[src/lsu_pkg.sv]
//////////////////////////////////////////////////////////////////////
// Load/store unit shared definitions
//////////////////////////////////////////////////////////////////////

package lsu_pkg;

    // Data path and register file widths
    localparam int XLEN       = 32;
    localparam int STRB_W     = XLEN / 8;
    localparam int REG_ADDR_W = 5;

    // Major opcodes handled by the unit
    localparam logic [6:0] OPCODE_LOAD  = 7'b0000011;
    localparam logic [6:0] OPCODE_STORE = 7'b0100011;

    // Access size codes, stores only use B, H and W
    localparam logic [2:0] F3_B  = 3'b000;
    localparam logic [2:0] F3_H  = 3'b001;
    localparam logic [2:0] F3_W  = 3'b010;
    localparam logic [2:0] F3_BU = 3'b100;
    localparam logic [2:0] F3_HU = 3'b101;

    // One instruction word, two immediate layouts
    typedef union packed {
        // Loads: contiguous 12-bit immediate
        struct packed {
            logic [11:0]           imm;
            logic [REG_ADDR_W-1:0] rs1;
            logic [2:0]            funct3;
            logic [REG_ADDR_W-1:0] rd;
            logic [6:0]            opcode;
        } i_fmt;
        // Stores: immediate split around rs2 and rs1
        struct packed {
            logic [6:0]            imm_hi;
            logic [REG_ADDR_W-1:0] rs2;
            logic [REG_ADDR_W-1:0] rs1;
            logic [2:0]            funct3;
            logic [4:0]            imm_lo;
            logic [6:0]            opcode;
        } s_fmt;
    } inst_u;

endpackage
[src/lsu_access_if.sv]
//////////////////////////////////////////////////////////////////////
// Decoded memory access bundle
//////////////////////////////////////////////////////////////////////

`timescale 1ns/1ns

interface lsu_access_if #(
    parameter int ADDR_W = 16
);
    // Access kind and size
    logic                          is_load;
    logic                          is_store;
    logic [2:0]                    funct3;
    logic [lsu_pkg::REG_ADDR_W-1:0] rd;

    // Location, split into word address and byte offset
    logic [ADDR_W-1:0]             word_addr;
    logic [1:0]                    offset;
    logic                          split;

    // Store payload, lanes already rotated
    logic [lsu_pkg::XLEN-1:0]      wdata;
    logic [lsu_pkg::STRB_W-1:0]    strb0;
    logic [lsu_pkg::STRB_W-1:0]    strb1;

    modport decoder (output is_load, is_store, funct3, rd, word_addr, offset, split);
    modport align   (input funct3, offset, output wdata, strb0, strb1);
    modport control (input is_load, is_store, funct3, rd, word_addr, offset, split,
                     wdata, strb0, strb1);

endinterface

[src/lsu_top.sv]
//////////////////////////////////////////////////////////////////////
// Load/store unit top level
//////////////////////////////////////////////////////////////////////

`timescale 1ns/1ns

module lsu_top #(
    parameter int ADDR_W = 16
)(
    input  logic                            aclk,
    input  logic                            aresetn,
    // Instruction side
    input  logic                            inst_en,
    input  logic [lsu_pkg::XLEN-1:0]        inst,
    output logic                            ready,
    // Register file reads
    output logic [lsu_pkg::REG_ADDR_W-1:0]  rs1_addr,
    input  logic [lsu_pkg::XLEN-1:0]        rs1_val,
    output logic [lsu_pkg::REG_ADDR_W-1:0]  rs2_addr,
    input  logic [lsu_pkg::XLEN-1:0]        rs2_val,
    // Register file write
    output logic                            rd_wr,
    output logic [lsu_pkg::REG_ADDR_W-1:0]  rd_addr,
    output logic [lsu_pkg::XLEN-1:0]        rd_val,
    output logic [lsu_pkg::STRB_W-1:0]      rd_strb,
    // Data memory
    output logic                            mem_en,
    output logic                            mem_wr,
    output logic [ADDR_W-1:0]               mem_addr,
    output logic [lsu_pkg::XLEN-1:0]        mem_wdata,
    output logic [lsu_pkg::STRB_W-1:0]      mem_strb,
    input  logic [lsu_pkg::XLEN-1:0]        mem_rdata,
    input  logic                            mem_ready
);

    logic [2:0] funct3_q;
    logic [1:0] offset_q;
    logic       second_phase;

    // Decoded access shared by decoder, store aligner and sequencer
    lsu_access_if #(.ADDR_W(ADDR_W)) acc_if ();

    lsu_decode #(.ADDR_W(ADDR_W)) lsu_decode_inst (
        .inst     (inst),
        .rs1_val  (rs1_val),
        .rs1_addr (rs1_addr),
        .rs2_addr (rs2_addr),
        .acc      (acc_if.decoder)
    );

    lsu_store_align lsu_store_align_inst (
        .rs2_val (rs2_val),
        .acc     (acc_if.align)
    );

    lsu_control #(.ADDR_W(ADDR_W)) lsu_control_inst (
        .aclk         (aclk),
        .aresetn      (aresetn),
        .inst_en      (inst_en),
        .ready        (ready),
        .acc          (acc_if.control),
        .mem_en       (mem_en),
        .mem_wr       (mem_wr),
        .mem_addr     (mem_addr),
        .mem_wdata    (mem_wdata),
        .mem_strb     (mem_strb),
        .mem_ready    (mem_ready),
        .rd_wr        (rd_wr),
        .rd_addr      (rd_addr),
        .funct3_q     (funct3_q),
        .offset_q     (offset_q),
        .second_phase (second_phase)
    );

    // Read data path back to rd
    lsu_load_align lsu_load_align_inst (
        .funct3_q     (funct3_q),
        .offset_q     (offset_q),
        .second_phase (second_phase),
        .mem_rdata    (mem_rdata),
        .rd_val       (rd_val),
        .rd_strb      (rd_strb)
    );

endmodule

[src/lsu_control.sv]
//////////////////////////////////////////////////////////////////////
// Memory request sequencer
//////////////////////////////////////////////////////////////////////

`timescale 1ns/1ns

module lsu_control #(
    parameter int ADDR_W = 16
)(
    input  logic                            aclk,
    input  logic                            aresetn,
    input  logic                            inst_en,
    output logic                            ready,
    lsu_access_if.control                   acc,
    output logic                            mem_en,
    output logic                            mem_wr,
    output logic [ADDR_W-1:0]               mem_addr,
    output logic [lsu_pkg::XLEN-1:0]        mem_wdata,
    output logic [lsu_pkg::STRB_W-1:0]      mem_strb,
    input  logic                            mem_ready,
    output logic                            rd_wr,
    output logic [lsu_pkg::REG_ADDR_W-1:0]  rd_addr,
    output logic [2:0]                      funct3_q,
    output logic [1:0]                      offset_q,
    output logic                            second_phase
);

    logic                          accept;
    logic                          phase_done;
    logic                          is_load_q;
    logic                          pending_q;
    logic [lsu_pkg::STRB_W-1:0]    strb1_q;

    // Only loads and stores are taken, other opcodes pass by
    assign accept     = ready & inst_en & (acc.is_load | acc.is_store);
    assign phase_done = mem_en & mem_ready;

    //////////////////////////////////////////////////////////////////////
    // Sequencing state
    //////////////////////////////////////////////////////////////////////

    always_ff @(posedge aclk or negedge aresetn) begin
        if (!aresetn) begin
            ready        <= 1'b0;
            mem_en       <= 1'b0;
            mem_wr       <= 1'b0;
            is_load_q    <= 1'b0;
            pending_q    <= 1'b0;
            second_phase <= 1'b0;
        end else if (mem_en) begin
            if (mem_ready) begin
                if (pending_q) begin
                    // First half done, request stays up for the next word
                    pending_q    <= 1'b0;
                    second_phase <= 1'b1;
                end else begin
                    mem_en <= 1'b0;
                    mem_wr <= 1'b0;
                    ready  <= 1'b1;
                end
            end
        end else if (accept) begin
            ready        <= 1'b0;
            mem_en       <= 1'b1;
            mem_wr       <= acc.is_store;
            is_load_q    <= acc.is_load;
            pending_q    <= acc.split;
            second_phase <= 1'b0;
        end else begin
            // Idle, open for the next instruction
            ready <= 1'b1;
        end
    end

    //////////////////////////////////////////////////////////////////////
    // Request payload
    //////////////////////////////////////////////////////////////////////

    always_ff @(posedge aclk) begin
        if (accept) begin
            mem_addr  <= acc.word_addr;
            mem_wdata <= acc.wdata;
            // Loads leave the strobes clear
            mem_strb  <= acc.is_store ? acc.strb0 : '0;
            strb1_q   <= acc.is_store ? acc.strb1 : '0;
            rd_addr   <= acc.rd;
            funct3_q  <= acc.funct3;
            offset_q  <= acc.offset;
        end else if (phase_done && pending_q) begin
            // Move on to the following word with the spill strobes
            mem_addr <= mem_addr + 1'b1;
            mem_strb <= strb1_q;
        end
    end

    // Register write fires on every load phase completion
    assign rd_wr = phase_done & is_load_q;

endmodule

[src/lsu_load_align.sv]
//////////////////////////////////////////////////////////////////////
// Load data alignment and extension
//////////////////////////////////////////////////////////////////////

`timescale 1ns/1ns

module lsu_load_align (
    input  logic [2:0]                 funct3_q,
    input  logic [1:0]                 offset_q,
    input  logic                       second_phase,
    input  logic [lsu_pkg::XLEN-1:0]   mem_rdata,
    output logic [lsu_pkg::XLEN-1:0]   rd_val,
    output logic [lsu_pkg::STRB_W-1:0] rd_strb
);

    logic [2*lsu_pkg::XLEN-1:0] rdata_dbl;
    logic [lsu_pkg::XLEN-1:0]   rdata_rot;
    logic [lsu_pkg::STRB_W-1:0] low_mask;

    // Rotate right by offset bytes, lower half of the doubled word
    assign rdata_dbl = {mem_rdata, mem_rdata} >> {offset_q, 3'b000};
    assign rdata_rot = rdata_dbl[lsu_pkg::XLEN-1:0];

    // Size and sign handling
    always_comb begin
        case (funct3_q)
            lsu_pkg::F3_B:  rd_val = {{24{rdata_rot[7]}}, rdata_rot[7:0]};
            lsu_pkg::F3_BU: rd_val = {24'd0, rdata_rot[7:0]};
            lsu_pkg::F3_H:  rd_val = {{16{rdata_rot[15]}}, rdata_rot[15:0]};
            lsu_pkg::F3_HU: rd_val = {16'd0, rdata_rot[15:0]};
            default:        rd_val = rdata_rot;
        endcase
    end

    // Word lanes filled by the first phase, 4-offset of them
    assign low_mask = 4'b1111 >> offset_q;

    // Lanes of rd written in this phase
    always_comb begin
        case (funct3_q)
            lsu_pkg::F3_B,
            lsu_pkg::F3_BU: rd_strb = 4'b0001;
            lsu_pkg::F3_H,
            lsu_pkg::F3_HU: begin
                if (offset_q == 2'd3) begin
                    rd_strb = second_phase ? 4'b0010 : 4'b0001;
                end else begin
                    rd_strb = 4'b0011;
                end
            end
            // Second phase of a word fills the remaining top lanes
            default:        rd_strb = second_phase ? ~low_mask : low_mask;
        endcase
    end

endmodule

[src/lsu_store_align.sv]
//////////////////////////////////////////////////////////////////////
// Store data and strobe alignment
//////////////////////////////////////////////////////////////////////

`timescale 1ns/1ns

module lsu_store_align (
    input  logic [lsu_pkg::XLEN-1:0] rs2_val,
    lsu_access_if.align              acc
);

    logic [2*lsu_pkg::XLEN-1:0]   wdata_dbl;
    logic [lsu_pkg::STRB_W-1:0]   base_strb;
    logic [2*lsu_pkg::STRB_W-1:0] strb_dbl;

    // Rotate left by offset bytes, upper half of the doubled word
    assign wdata_dbl = {rs2_val, rs2_val} << {acc.offset, 3'b000};
    assign acc.wdata = wdata_dbl[2*lsu_pkg::XLEN-1:lsu_pkg::XLEN];

    // Lanes covered by the access before alignment
    always_comb begin
        case (acc.funct3)
            lsu_pkg::F3_B: base_strb = 4'b0001;
            lsu_pkg::F3_H: base_strb = 4'b0011;
            default:       base_strb = 4'b1111;
        endcase
    end

    // Shift into an eight-lane window
    assign strb_dbl = {{lsu_pkg::STRB_W{1'b0}}, base_strb} << acc.offset;

    // Low half hits the first word, the spill goes to the next one
    assign acc.strb0 = strb_dbl[lsu_pkg::STRB_W-1:0];
    assign acc.strb1 = strb_dbl[2*lsu_pkg::STRB_W-1:lsu_pkg::STRB_W];

endmodule

[src/lsu_decode.sv]
//////////////////////////////////////////////////////////////////////
// Load/store decoder
//////////////////////////////////////////////////////////////////////

`timescale 1ns/1ns

module lsu_decode #(
    parameter int ADDR_W = 16
)(
    input  lsu_pkg::inst_u                   inst,
    input  logic [lsu_pkg::XLEN-1:0]         rs1_val,
    output logic [lsu_pkg::REG_ADDR_W-1:0]   rs1_addr,
    output logic [lsu_pkg::REG_ADDR_W-1:0]   rs2_addr,
    lsu_access_if.decoder                    acc
);

    logic [11:0]              imm12;
    logic [lsu_pkg::XLEN-1:0] addr;

    // Register indexes sit at the same bits in both layouts
    assign rs1_addr = inst.i_fmt.rs1;
    assign rs2_addr = inst.s_fmt.rs2;

    assign acc.is_load  = (inst.i_fmt.opcode == lsu_pkg::OPCODE_LOAD);
    assign acc.is_store = (inst.i_fmt.opcode == lsu_pkg::OPCODE_STORE);
    assign acc.funct3   = inst.i_fmt.funct3;
    assign acc.rd       = inst.i_fmt.rd;

    // Stores take the split immediate, everything else the I-type one
    assign imm12 = acc.is_store ? {inst.s_fmt.imm_hi, inst.s_fmt.imm_lo} : inst.i_fmt.imm;

    // Effective byte address
    assign addr = rs1_val + {{(lsu_pkg::XLEN-12){imm12[11]}}, imm12};

    assign acc.word_addr = addr[ADDR_W+1:2];
    assign acc.offset    = addr[1:0];

    // Halfword at the last lane or any misaligned word spills into the next word
    always_comb begin
        case (acc.funct3)
            lsu_pkg::F3_H,
            lsu_pkg::F3_HU: acc.split = (addr[1:0] == 2'd3);
            lsu_pkg::F3_W:  acc.split = (addr[1:0] != 2'd0);
            default:        acc.split = 1'b0;
        endcase
    end

endmodule

[config.mk]
export PLATFORM = sky130hd
export DESIGN_NAME = lsu_top
export DESIGN_NICKNAME = d
export VERILOG_FILES = /design/src/lsu_pkg.sv /design/src/lsu_access_if.sv /design/src/lsu_top.sv /design/src/lsu_control.sv /design/src/lsu_load_align.sv /design/src/lsu_store_align.sv /design/src/lsu_decode.sv
export SDC_FILE = /design/constraint.sdc
export NUM_CORES = 1
export LEC_CHECK = 0
export ABC_AREA = 1
export BUFFER_PORTS_ARGS = -buffer_cell sky130_fd_sc_hd__buf_2
export CAP_MARGIN = 10
export CORE_ASPECT_RATIO = 2
export CORE_MARGIN = 4
export CORE_UTILIZATION = 49
export CTS_CLUSTER_DIAMETER = 80
export DETAILED_ROUTE_END_ITERATION = 16
export PLACE_DENSITY = 0.91
export REMOVE_ABC_BUFFERS = 1
export SYNTH_ARGS = -nofsm -noshare
export SYNTH_HDL_FRONTEND = slang
export SYNTH_SLANG_ARGS = --single-unit
[constraint.sdc]
create_clock -name aclk -period 2.3 [get_ports aclk]
set_input_delay 0.115 -clock aclk [delete_from_list [all_inputs] [get_ports aclk]]
set_output_delay 0.115 -clock aclk [all_outputs]
set_load 0.01 [all_outputs]
---- Word-level counts from Yosys, hierarchy flattened ----
Cells that the tools add are included.
operators by class
  $add $sub $neg .......................... 2
  equal/unequal tests ..................... 13
  shift operators ......................... 4
  mux-type cells .......................... 32
  bitwise operators ....................... 7
  reductions and logical operators ........ 14
operator list
  operator                                        count
  one-hot mux 32 bit (4 select lines)             1
  left shift 64 x 5 -> 64 bit                     1
  >> shifter 64 x 5 -> 32 bit                     1
  2-to-1 mux 16 bit                               2
  2-to-1 mux 4 bit                                5
  2-to-1 mux 1 bit                                19
  adder 18 bit                                    1
  adder 16 x 1 -> 16 bit (second input constant)  1
  one-hot mux 4 bit (2 select lines)              2
  == test 3 bit (second input constant)           3
  left shift 4 x 2 -> 8 bit                       1
  == test 7 x 2 -> 1 bit (second input constant)  1
  == test 7 x 6 -> 1 bit (second input constant)  1
  == test 3 x 1 -> 1 bit (second input constant)  2
  zero test 3 bit                                 2
  inequality test 2 bit (second input constant)   3
  AND reduction 2 bit                             3
  AND reduction 3 bit                             2
  nonzero test 2 bit                              3
  OR reduction 2 bit                              3
  2-to-1 mux 5 bit                                1
  bitwise AND 1 bit                               4
  == test 2 bit (second input constant)           2
  inverter 4 bit                                  1
  7 further kinds                                 7
word-level totals
  bits in registers ....................... 72
  input bits .............................. 132
  output and inout bits ................... 107
  logic and storage cells ................. 85

---- Depth between registers and ports, before layout ----
Gate-level depths: netlist of the first run.
  depth in word-level cells ............... 7
  gate-level depth with buffers ........... 20
  gate-level depth less buffers ........... 19

---- Modules after synthesis ----
A second synthesis of the first run with hierarchy kept.
second synthesis, totals
  cell total of the unflattened synthesis .. 868
  area total of the unflattened synthesis .. 6123.4 sq um
by module, submodules not included
  module           instances  cells each  area each (sq um)  sequential area each (sq um)
  lsu_control      1          236         2917.8             2132.0
  lsu_decode       1          224         1209.9             0.0
  lsu_load_align   1          224         1112.3             0.0
  lsu_store_align  1          184         883.3              0.0

---- Worst setup path after synthesis of the first run ----
Ideal clock, no wire load.
  path type ............................... input -> register
  from .................................... input inst[4] (netlist bit)
  to ...................................... register lsu_control_inst.mem_wdata[24] (netlist bit) (data pin)
  setup time .............................. 0.269 ns
  arrival ................................. 2.258 ns
  data required time ...................... 2.031 ns
  slack ................................... -0.227 ns
  cell stages on the path ................. 13
  buffers on the path ..................... 3
  cell sequence ........................... or2_1 nor2_1 nand2_1 clkbuf_1 inv_1 nand2_1 nand2_1 ha_1 fa_1 buf_2 clkinv_1 clkbuf_1 o21ai_0
between the ends
  longest elaborated chain between the ends .. 4
ends and longest elaborated chain
  what                              line                   source
  from (decl)                       lsu_top.sv:14          input logic [lsu_pkg::XLEN-1:0] inst,
  == test 7 x 6 -> 1 bit            lsu_decode.sv:25       assign acc.is_store = (inst.i_fmt.opcode == lsu_pkg::OPCODE_STORE);
  2-to-1 mux 5 bit                  lsu_decode.sv:30       assign imm12 = acc.is_store ? {inst.s_fmt.imm_hi, inst.s_fmt.imm_lo} : inst.i_fmt.imm;
  adder 18 bit                      lsu_decode.sv:33       assign addr = rs1_val + {{(lsu_pkg::XLEN-12){imm12[11]}}, imm12};
  named net acc_if.offset[1]        lsu_access_if.sv:18    logic [1:0] offset;
  left shift 64 x 5 -> 64 bit       lsu_store_align.sv:17  assign wdata_dbl = {rs2_val, rs2_val} << {acc.offset, 3'b000};
  named net acc_if.wdata (one bit)  lsu_access_if.sv:22    logic [lsu_pkg::XLEN-1:0] wdata;
  to (signal assigned)              lsu_control.sv:82      mem_wdata <= acc.wdata;
  to (decl)                         lsu_control.sv:18      output logic [lsu_pkg::XLEN-1:0] mem_wdata,
The timed path passes the listed nets, and every way through them passes these cells.
A chain may end at the register's enable or synchronous reset.

---- Worst setup path after layout of the first run ----
  from .................................... register lsu_control_inst.offset_q[0]
  to ...................................... output rd_val[11] (netlist bit)
between the ends
  longest elaborated chain between the ends .. 2
ends and longest elaborated chain
  what                                 line                  source
  from (decl)                          lsu_control.sv:24     output logic [1:0] offset_q,
  from (signal assigned)               lsu_control.sv:88     offset_q <= acc.offset;
  >> shifter 64 x 5 -> 32 bit          lsu_load_align.sv:21  assign rdata_dbl = {mem_rdata, mem_rdata} >> {offset_q, 3'b000};
  one-hot mux 32 bit (4 select lines)  lsu_load_align.sv:26  case (funct3_q)
  to (decl)                            lsu_top.sv:24         output logic [lsu_pkg::XLEN-1:0] rd_val,
Every way passes these cells.

==> flow_summary.json, run 1 <==
{
  "status": "finished clean",
  "fmax_mhz": 452,
  "crit_family": "compound AO/OA/AOI/OAI gates",
  "r2r_setup_slack_ns": 0.37,
  "finalCriticalPeriod_ns": 2.21,
  "yosys_warnings": 0,
  "finClkSkew_ns": 0.00309,
  "hold_viol_final": 0,
  "antennaDiodeCount": 0,
  "power.density_nw_per_um2": 508,
  "synthCells": 752,
  "final_cell_area_um2": 7320,
  "worst_path_largest_cell_delay_ns": 0.48,
  "postSynthAreaPerCell_um2": 7.39,
  "grt_pass1_wl_um": 28100,
  "gr-usage-all-layers_pct": 26.7,
  "fin_util_pct": 66.4,
  "netlist_area_um2": 5560,
  "layout_common_cells": "nand2_1, buf_2, o21ai_0",
  "gp_congestion": 1.05,
  "hold_start": "inst[14]",
  "cp.required_ns": 2.18,
  "clock_sinks": 71,
  "holdPathStages": 1,
  "critical_path.startpoint_type": "flop",
  "ys_ff_latch": 71,
  "cp_common_cell": "o21ai_0",
  "cap_violations": 0,
  "path_clk_slew_ns": 0.06,
  "slowest_stage": "o21ai_0",
  "first_global_vias": 6098,
  "dieArea_um2": 13200,
  "timing_worst_setup_path_type": "reg -> out",
  "antenna_found_initial": 0,
  "cts_buffers": 9,
  "clk_latency_ns": 0.33,
  "drt-total-wl_um": 18200,
  "layout-drive-gt1-share_pct": 29.7,
  "ioPinCount": 239,
  "postRouteAntennaNets": 0,
  "wire_per_inst_um": 16.1,
  "pre_cts_slack_ns": -0.225,
  "gr-total-overflow": 0,
  "dpl-instance-area_um2": 6890,
  "die_w_um": 83.3,
  "first_pass_iters": 6,
  "fill_cells": 968,
  "drt-initial-drc-count": 414,
  "worstSetupEndpointType": "output pin",
  "final_common_cell": "nand2_1",
  "start_util_pct": 50.4,
  "hold_class": "in -> reg",
  "whs_endpoint": "lsu_control_inst.funct3_q[2]",
  "setup_viol": 0,
  "report.power.total_mw": 3.71,
  "die_h_um": 159,
  "fin_ws_ns": 0.0898,
  "drv_slew": 0,
  "cp_max_fo": 13,
  "clockBufferDepth": 2,
  "vdd_drop_max_mv": 0.451,
  "critPathArrivalTime_ns": 2.10,
  "avgViaCountPerCell": 5.43,
  "post-dp-hpwl_um": 14800,
  "synth.distinct_cells": 39,
  "num_rows": 54,
  "nets": 1137,
  "yosysSeqAreaShare_pct": 37.8,
  "portBuffers": 214,
  "max_slew_margin_pct": 61.6,
  "core_um2": 11000,
  "worst-path-buf-inv": 3,
  "vias": 6137,
  "root_buffer": "clkbuf_16",
  "area_delta_synth_final_pct": 31.7,
  "cts_tree": "built",
  "leakagePower_nw": 3.71,
  "ff2ff_path_depth": 11,
  "timing.rr.start": "lsu_control_inst.mem_addr[0]",
  "tightest_slew_ns": 0.570,
  "cp_cell_sequence": "buf_4 > buf_4 > o21ai_0 > o21ai_0 > o21ai_0 > buf_2",
  "remaining_drc_errors": 0,
  "min_period_over_period_pct": 96.1,
  "ctsHtreeMaxLevel": 3,
  "regToRegEndpoint": "lsu_control_inst.mem_addr[10]",
  "grt_max_degree": 43
}
## cell families (layout without fill, tap and decap cells)
family | count (synthesis) | count (layout) | share of synthesized area, %
multiplexers | 32 | 32 | 5.77
adder cells (fa/ha/maj) | 19 | 19 | 4.41
XOR/XNOR | 12 | 12 | 1.89
flip-flops | 71 | 71 | 37.8
AND/OR/NAND/NOR | 366 | 366 | 27.3
AO/OA/AOI/OAI | 145 | 145 | 14.1
buffers and inverters | 107 | 346 | 8.65
## cell type report
cell class	instances	area [um2]	share of cell area (%)
Multi-Input combinational cell	574	3000	41.0
Clock buffer	10	239	3.27
Inverter	71	272	3.71
Clock inverter	6	68.8	0.941
Tap cell	140	175	2.39
Timing Repair Buffer	259	1460	20.0
Sequential cell	71	2100	28.7
## through the flow
step	instances	hold slack, ns	TNS [ns]
finish	1131	0.0213	0
global route	1131	0.0144	-0.00104
CTS	1127	0.00957	0
detailed placement	1105	-0.0471	-8.95
global placement	1105	-0.0468	-6.69
floorplan	716	-0.181	-31.36
## Yosys cell counts, drive strengths merged
| master | number | share of area [%] |
|---|---|---|
| or2 | 1 | 0.11 |
| nand2 | 252 | 17 |
| nand3 | 33 | 3.1 |
| o21ai | 98 | 8.8 |
| ha | 18 | 4.1 |
| and2 | 2 | 0.23 |
| nand3b | 5 | 0.68 |
| fa | 1 | 0.36 |
| dfrtp | 6 | 2.7 |
| inv | 70 | 4.7 |
| xnor2 | 5 | 0.79 |
| a21oi | 32 | 2.9 |
| o31ai | 2 | 0.36 |
| buf | 28 | 3.3 |
| o21a | 1 | 0.14 |
| edfxtp | 65 | 35 |
| a211oi | 1 | 0.14 |
| a22o | 1 | 0.16 |
| xor2 | 7 | 1.1 |
| a31oi | 1 | 0.38 |
| nor2 | 59 | 4.2 |
| clkbuf | 8 | 0.54 |
| mux2i | 32 | 5.8 |
| nor4 | 3 | 0.34 |
| nor3 | 8 | 0.90 |
| nand4 | 3 | 0.34 |
| clkinv | 1 | 0.068 |
| a22oi | 9 | 1.2 |
## timing repair
item                                   CTS  global route
setup endpoints to repair                0            66
buffers inserted                         0             4
endpoints found under the hold margin   11             0
hold buffers                             6             0
gates resized for setup                  0             7
## worst max path at each step
stage | start | to | slack, ns | depth (start not counted)
2_1_floorplan | inst[4] | lsu_control_inst.mem_strb[0] | -1.18 | 11
3_3_place_gp | inst[4] | lsu_control_inst.mem_addr[14] | -0.20 | 16
3_5_place_dp | inst[4] | lsu_control_inst.mem_wdata[12] | -0.23 | 13
4_1_cts | lsu_control_inst.offset_q[0] | rd_val[25] | 0.008 | 10
5_1_grt | inst[3] | lsu_control_inst.mem_addr[12] | -0.001 | 19
6_report | lsu_control_inst.offset_q[0] | rd_val[11] | 0.09 | 6
## flip-flops by register name, indices dropped and copies added (netlist names)
register                       cells
lsu_control_inst.mem_strb          4
lsu_control_inst.funct3_q          3
lsu_control_inst.mem_en            1
lsu_control_inst.second_phase      1
lsu_control_inst.mem_wdata        32
lsu_control_inst.is_load_q         1
lsu_control_inst.ready             1
lsu_control_inst.mem_wr            1
lsu_control_inst.offset_q          2
lsu_control_inst.strb1_q           3
lsu_control_inst.rd_addr           5
lsu_control_inst.pending_q         1
lsu_control_inst.mem_addr         16
## layer usage
| layer | track usage [%] | part of all wire (%) | wire length [um] |
|---|---|---|---|
| met4 | 17.0 | 6.2 | 1140 |
| met5 | 0 | 0 | 0 |
| met2 | 52.4 | 54 | 9820 |
| met3 | 5.96 | 7.8 | 1410 |
| met1 | 24.1 | 32 | 5870 |
## power by group
| group | total [mW] | internal [mW] | switching (mW) |
|---|---|---|---|
| registers | 1.45 | 1.44 | 0.00835 |
| clock network | 1.40 | 0.874 | 0.528 |
| logic | 0.860 | 0.367 | 0.493 |
No activity file was read; power rests on OpenSTA's default activity.
==> run 2: changes to the inputs <==
Settings changed: SETUP_SLACK_MARGIN set to 0.3.
==> flow_summary.json, run 2 (same netlist as run 1, synthesis figures left out) <==
{
  "timing.rr.start": "lsu_control_inst.mem_addr[0]",
  "setup_viol": 0,
  "fmax_mhz": 476,
  "worst_path_largest_cell_delay_ns": 0.47,
  "hold_viol_final": 0,
  "vdd_drop_max_mv": 0.705,
  "status": "finished clean",
  "critPathArrivalTime_ns": 1.99,
  "power.density_nw_per_um2": 482,
  "cp.required_ns": 2.18,
  "min_period_over_period_pct": 91.3,
  "grt_pass1_wl_um": 29100,
  "cap_violations": 0,
  "regToRegEndpoint": "lsu_control_inst.mem_addr[10]",
  "wire_per_inst_um": 17.8,
  "slowest_stage": "edfxtp_1",
  "gr-total-overflow": 0,
  "cp_max_fo": 7,
  "max_flop_register": "lsu_control_inst.mem_wdata",
  "antennaDiodeCount": 0,
  "nets": 1155,
  "layout-drive-gt1-share_pct": 40.6,
  "grt_max_degree": 43,
  "root_buffer": "clkbuf_16",
  "start_util_pct": 50.4,
  "whs_endpoint": "lsu_control_inst.funct3_q[2]",
  "gp_congestion": 1.05,
  "hold_class": "in -> reg",
  "final_cell_area_um2": 8190,
  "max_slew_margin_pct": 67.8,
  "core_um2": 11000,
  "largest_register_ffs": 32,
  "clock_sinks": 71,
  "fin_hold_ws_ns": 0.0251,
  "gr-usage-all-layers_pct": 27.7,
  "first_global_vias": 6330,
  "cts_tree": "built",
  "fill_cells": 810,
  "leakagePower_nw": 3.98,
  "remaining_drc_errors": 0,
  "timing_worst_setup_path_type": "reg -> out",
  "power_frac_seq_pct": 36.8,
  "vias": 6501,
  "swShare_pct": 29.1,
  "cts_buffers": 9,
  "portBuffers": 214,
  "hold_start": "inst[14]",
  "die_w_um": 83.3,
  "drt-total-wl_um": 20400,
  "critical_path.startpoint_type": "flop",
  "cp_cell_sequence": "buf_6 > nand2_4 > nand2_4 > buf_4 > buf_4 > buf_4 > a22oi_1 > nand2_4 > buf_6",
  "tns_ns": 0,
  "avgViaCountPerCell": 5.66,
  "worstSetupEndpointType": "output pin",
  "first_pass_iters": 5,
  "clk_latency_ns": 0.33,
  "num_rows": 54,
  "holdPathStages": 1,
  "ioPinCount": 239,
  "dieArea_um2": 13200,
  "clockBufferDepth": 2,
  "finalCriticalPeriod_ns": 2.10,
  "ctsHtreeMaxLevel": 3,
  "drv_slew": 0,
  "area_delta_synth_final_pct": 47.5,
  "post-dp-hpwl_um": 14800,
  "antenna_found_initial": 0,
  "die_h_um": 159,
  "dpl-instance-area_um2": 6890,
  "postRouteAntennaNets": 0,
  "netSwitchingPower_mw": 1.15,
  "drt-initial-drc-count": 505,
  "instances_no_fill": 1149,
  "ff2ff_path_depth": 11,
  "path_clk_slew_ns": 0.06,
  "top_regs": "lsu_control_inst.mem_wdata x32, lsu_control_inst.mem_addr x16, lsu_control_inst.rd_addr x5",
  "r2r_setup_slack_ns": 0.40,
  "placedCellCount": 1105,
  "finClkSkew_ns": 0.00378,
  "final_common_cell": "buf_2",
  "tightest_slew_ns": 0.482,
  "p_comb_share_pct": 27.6,
  "p_int_mw": 2.80,
  "clkPwrFrac_pct": 35.7,
  "rsz0062_at_grt": "yes",
  "layout_common_cells": "buf_2, nand2_1, edfxtp_1"
}
==> run 2: metrics by stage <==
| stage | setup WS, ns | total power [mW] | util (%) |
|---|---|---|---|
| CTS | 0.273 | 3.76 | 68.6 |
| finish | 0.200 | 3.95 | 74.4 |
| floorplan | -1.18 | 1.97 | - |
| global route | 0.149 | 4.12 | 74.4 |
| detailed placement | -0.225 | 2.32 | 62.6 |
| global placement | -0.198 | 2.29 | 62.6 |
==> run 2: worst max path at each step <==
stage,startpoint,to,slack [ns],cells past startpoint
after floorplan,inst[4],lsu_control_inst.mem_strb[0],-1.18,11
after global placement,inst[4],lsu_control_inst.mem_addr[14],-0.20,16
after detailed placement,inst[4],lsu_control_inst.mem_wdata[12],-0.23,13
after CTS,lsu_control_inst.offset_q[0],rd_val[26],0.27,10
after global routing,lsu_control_inst.offset_q[0],rd_val[23],0.15,8
final,lsu_control_inst.offset_q[0],rd_val[23],0.20,9
==> run 2: worst max-delay path, delay by kind of cell (launching register included) <==
kind	cells	cell delay [ns]
AND/OR/NAND/NOR	3	0.21
flip-flops	1	0.47
AO/OA/AOI/OAI	1	0.29
buffers and inverters	5	0.69
==> run 2: power groups by stage <==
| stage | clock network, mW | registers (mW) | logic (mW) |
|---|---|---|---|
| after global routing | 1.47 | 1.45 | 1.19 |
| after global placement | 0 | 1.48 | 0.810 |
| final | 1.41 | 1.45 | 1.09 |
| after CTS | 1.42 | 1.45 | 0.886 |
| after detailed placement | 0 | 1.48 | 0.839 |
| after floorplan | 0 | 1.48 | 0.486 |
==> run 2: repair_timing <==
item,in CTS,in global routing
hold endpoints to repair,11,0
hold buffers,6,0
cloned,1,3
gates resized for setup,51,157
setup buffers,12,6
pin swaps,5,39
endpoints found under the setup margin,76,83
==> run 2: layout make-up <==
type	instances	area (um2)	area share (%)
clock inverter	6	68.8	0.840
inverter	71	288	3.51
timing repair inverter	1	11.3	0.137
tap	140	175	2.14
timing repair buffer	276	1790	21.9
clock buffer	10	239	2.92
sequential	71	2100	25.7
multi-input combinational	574	3520	42.9
==> run 2: layer usage <==
metal  vias up  global-route usage, %  part of all wire [%]  wire (um)
met4         0                   19.0                   7.0       1420
met2       385                   54.3                    55      11200
met3       108                   6.11                   7.0       1440
met1      2993                   24.7                    31       6360
met5         -                      0                     0          0
li1       3015                      -                     -          -
==> run 3: changes to the inputs <==
Settings changed: CORE_MARGIN 4 to 3.
Clock period 2.3 ns to 2.4 ns, I/O delays scaled along.
==> flow_summary.json, run 3 (same netlist as run 1, synthesis figures left out) <==
{
  "cp_cell_sequence": "buf_4 > buf_4 > buf_4 > o21ai_1 > nor2_1 > o21ai_0 > buf_2",
  "power.density_nw_per_um2": 465,
  "timing.rr.start": "lsu_control_inst.mem_addr[0]",
  "largest_register_ffs": 32,
  "drt-total-wl_um": 20100,
  "vias": 6457,
  "fin_hold_ws_ns": 0.0133,
  "die_w_um": 81.3,
  "cp_common_cell": "buf_4",
  "worst_path_largest_cell_delay_ns": 0.48,
  "hold_viol_final": 0,
  "max_flop_register": "lsu_control_inst.mem_wdata",
  "crit_start": "lsu_control_inst.offset_q[0]",
  "path_clk_slew_ns": 0.06,
  "postRouteAntennaNets": 0,
  "status": "finished clean",
  "cp.required_ns": 2.28,
  "final_common_cell": "nand2_1",
  "instances_no_fill": 1142,
  "min_period_over_period_pct": 91.0,
  "pre_cts_slack_ns": -0.213,
  "grt_max_degree": 40,
  "remaining_drc_errors": 0,
  "antenna_found_initial": 0,
  "portBuffers": 214,
  "wire_per_inst_um": 17.6,
  "rsz0062_at_grt": "yes",
  "worstSetupEndpointType": "output pin",
  "drv_slew": 0,
  "cts_buffers": 9,
  "finalCriticalPeriod_ns": 2.18,
  "cap_violations": 0,
  "fin_ws_ns": 0.217,
  "worst-path-buf-inv": 4,
  "layout-drive-gt1-share_pct": 34.8,
  "crit_family": "buffers and inverters",
  "slowest_stage": "edfxtp_1",
  "grt_pass1_wl_um": 28400,
  "ioPinCount": 239,
  "hold_start": "inst[9]",
  "ctsHtreeMaxLevel": 3,
  "gp_congestion": 0.916,
  "max_slew_margin_pct": 67.5,
  "layout_common_cells": "nand2_1, buf_2, o21ai_0",
  "nets": 1148,
  "clockBufferDepth": 2,
  "tightest_slew_ns": 0.487,
  "num_rows": 54,
  "antennaDiodeCount": 0,
  "critical_path.startpoint_type": "flop",
  "leakagePower_nw": 3.84,
  "final_cell_area_um2": 7730,
  "core_um2": 11000,
  "report.power.total_mw": 3.59,
  "dpl-instance-area_um2": 6840,
  "fmax_mhz": 458,
  "first_pass_iters": 7,
  "cts_tree": "built",
  "vdd_drop_max_mv": 0.476,
  "gr-usage-all-layers_pct": 29.2,
  "gr-total-overflow": 0,
  "cp_max_fo": 11,
  "placedCellCount": 1100,
  "die_h_um": 157,
  "critPathArrivalTime_ns": 2.06,
  "finClkSkew_ns": 0.00454,
  "top_regs": "lsu_control_inst.mem_wdata x32, lsu_control_inst.mem_addr x16, lsu_control_inst.rd_addr x5",
  "area_delta_synth_final_pct": 39.1,
  "tns_ns": 0,
  "setup_viol": 0,
  "clock_sinks": 71,
  "hold_class": "in -> reg",
  "root_buffer": "clkbuf_16",
  "clk_latency_ns": 0.33,
  "post-dp-hpwl_um": 13900,
  "fill_cells": 822,
  "start_util_pct": 50.4,
  "timing_worst_setup_path_type": "reg -> out",
  "fin_util_pct": 70.2,
  "dieArea_um2": 12700,
  "avgViaCountPerCell": 5.65,
  "drt-initial-drc-count": 580,
  "first_global_vias": 6095
}
run 3: cell types whose count changed in the layout (fill, tap and decap cells not counted), moves of 6 or more:
cell | previous run | this run
nand2_1 | 193 | 224
o21ai_0 | 62 | 84
nand2_2 | 39 | 18
o21ai_1 | 29 | 10
buf_6 | 30 | 17
nand3_1 | 18 | 29
nand2_4 | 20 | 10
nand3_2 | 14 | 4
buf_4 | 33 | 39
run 3: layout make-up:
cell class	instances	area (um2)	area share, %
well taps	140	175	2.27
clock buffers	9	225	2.91
repair buffers	269	1660	21.4
flip-flops and latches	71	2100	27.2
repair inverters	1	3.75	0.0486
inverters	71	277	3.58
clock inverters	7	71.3	0.923
multi-input cells	574	3220	41.7
run 3: power breakdown:
part / internal [mW] / switching (mW)
combinational: 0.373 / 0.511
sequential: 1.38 / 0.00800
clock: 0.804 / 0.514
run 3: what timing repair did:
action	4_1_cts	5_1_grt
resized for setup	8	90
hold buffers	5	0
hold endpoints to repair	10	0
setup buffers	9	9
cloned	2	1
endpoints found under the setup margin	41	73
pin swaps	1	10
run 3: final timing paths:
kind                                                 end  slack [ns]  cells past startpoint
hold / removal               lsu_control_inst.rd_addr[2]        0.01                      1
max in group asynchronous  lsu_control_inst.second_phase        2.05                      2
setup reg to reg           lsu_control_inst.mem_addr[10]        0.54                     11
hold reg to reg             lsu_control_inst.mem_strb[1]        0.52                      2
setup / recovery                               rd_val[8]        0.22                      7
min in group asynchronous        lsu_control_inst.mem_en        0.19                      2
run 3: metal layers:
layer / vias up / global-route usage [%] / part of all wire (%)
li1: 3012 / - / -
met1: 2913 / 25.3 / 31
met2: 414 / 52.5 / 54
met3: 118 / 10.7 / 8.9
met4: 0 / 21.3 / 6.5
met5: - / 0 / 0
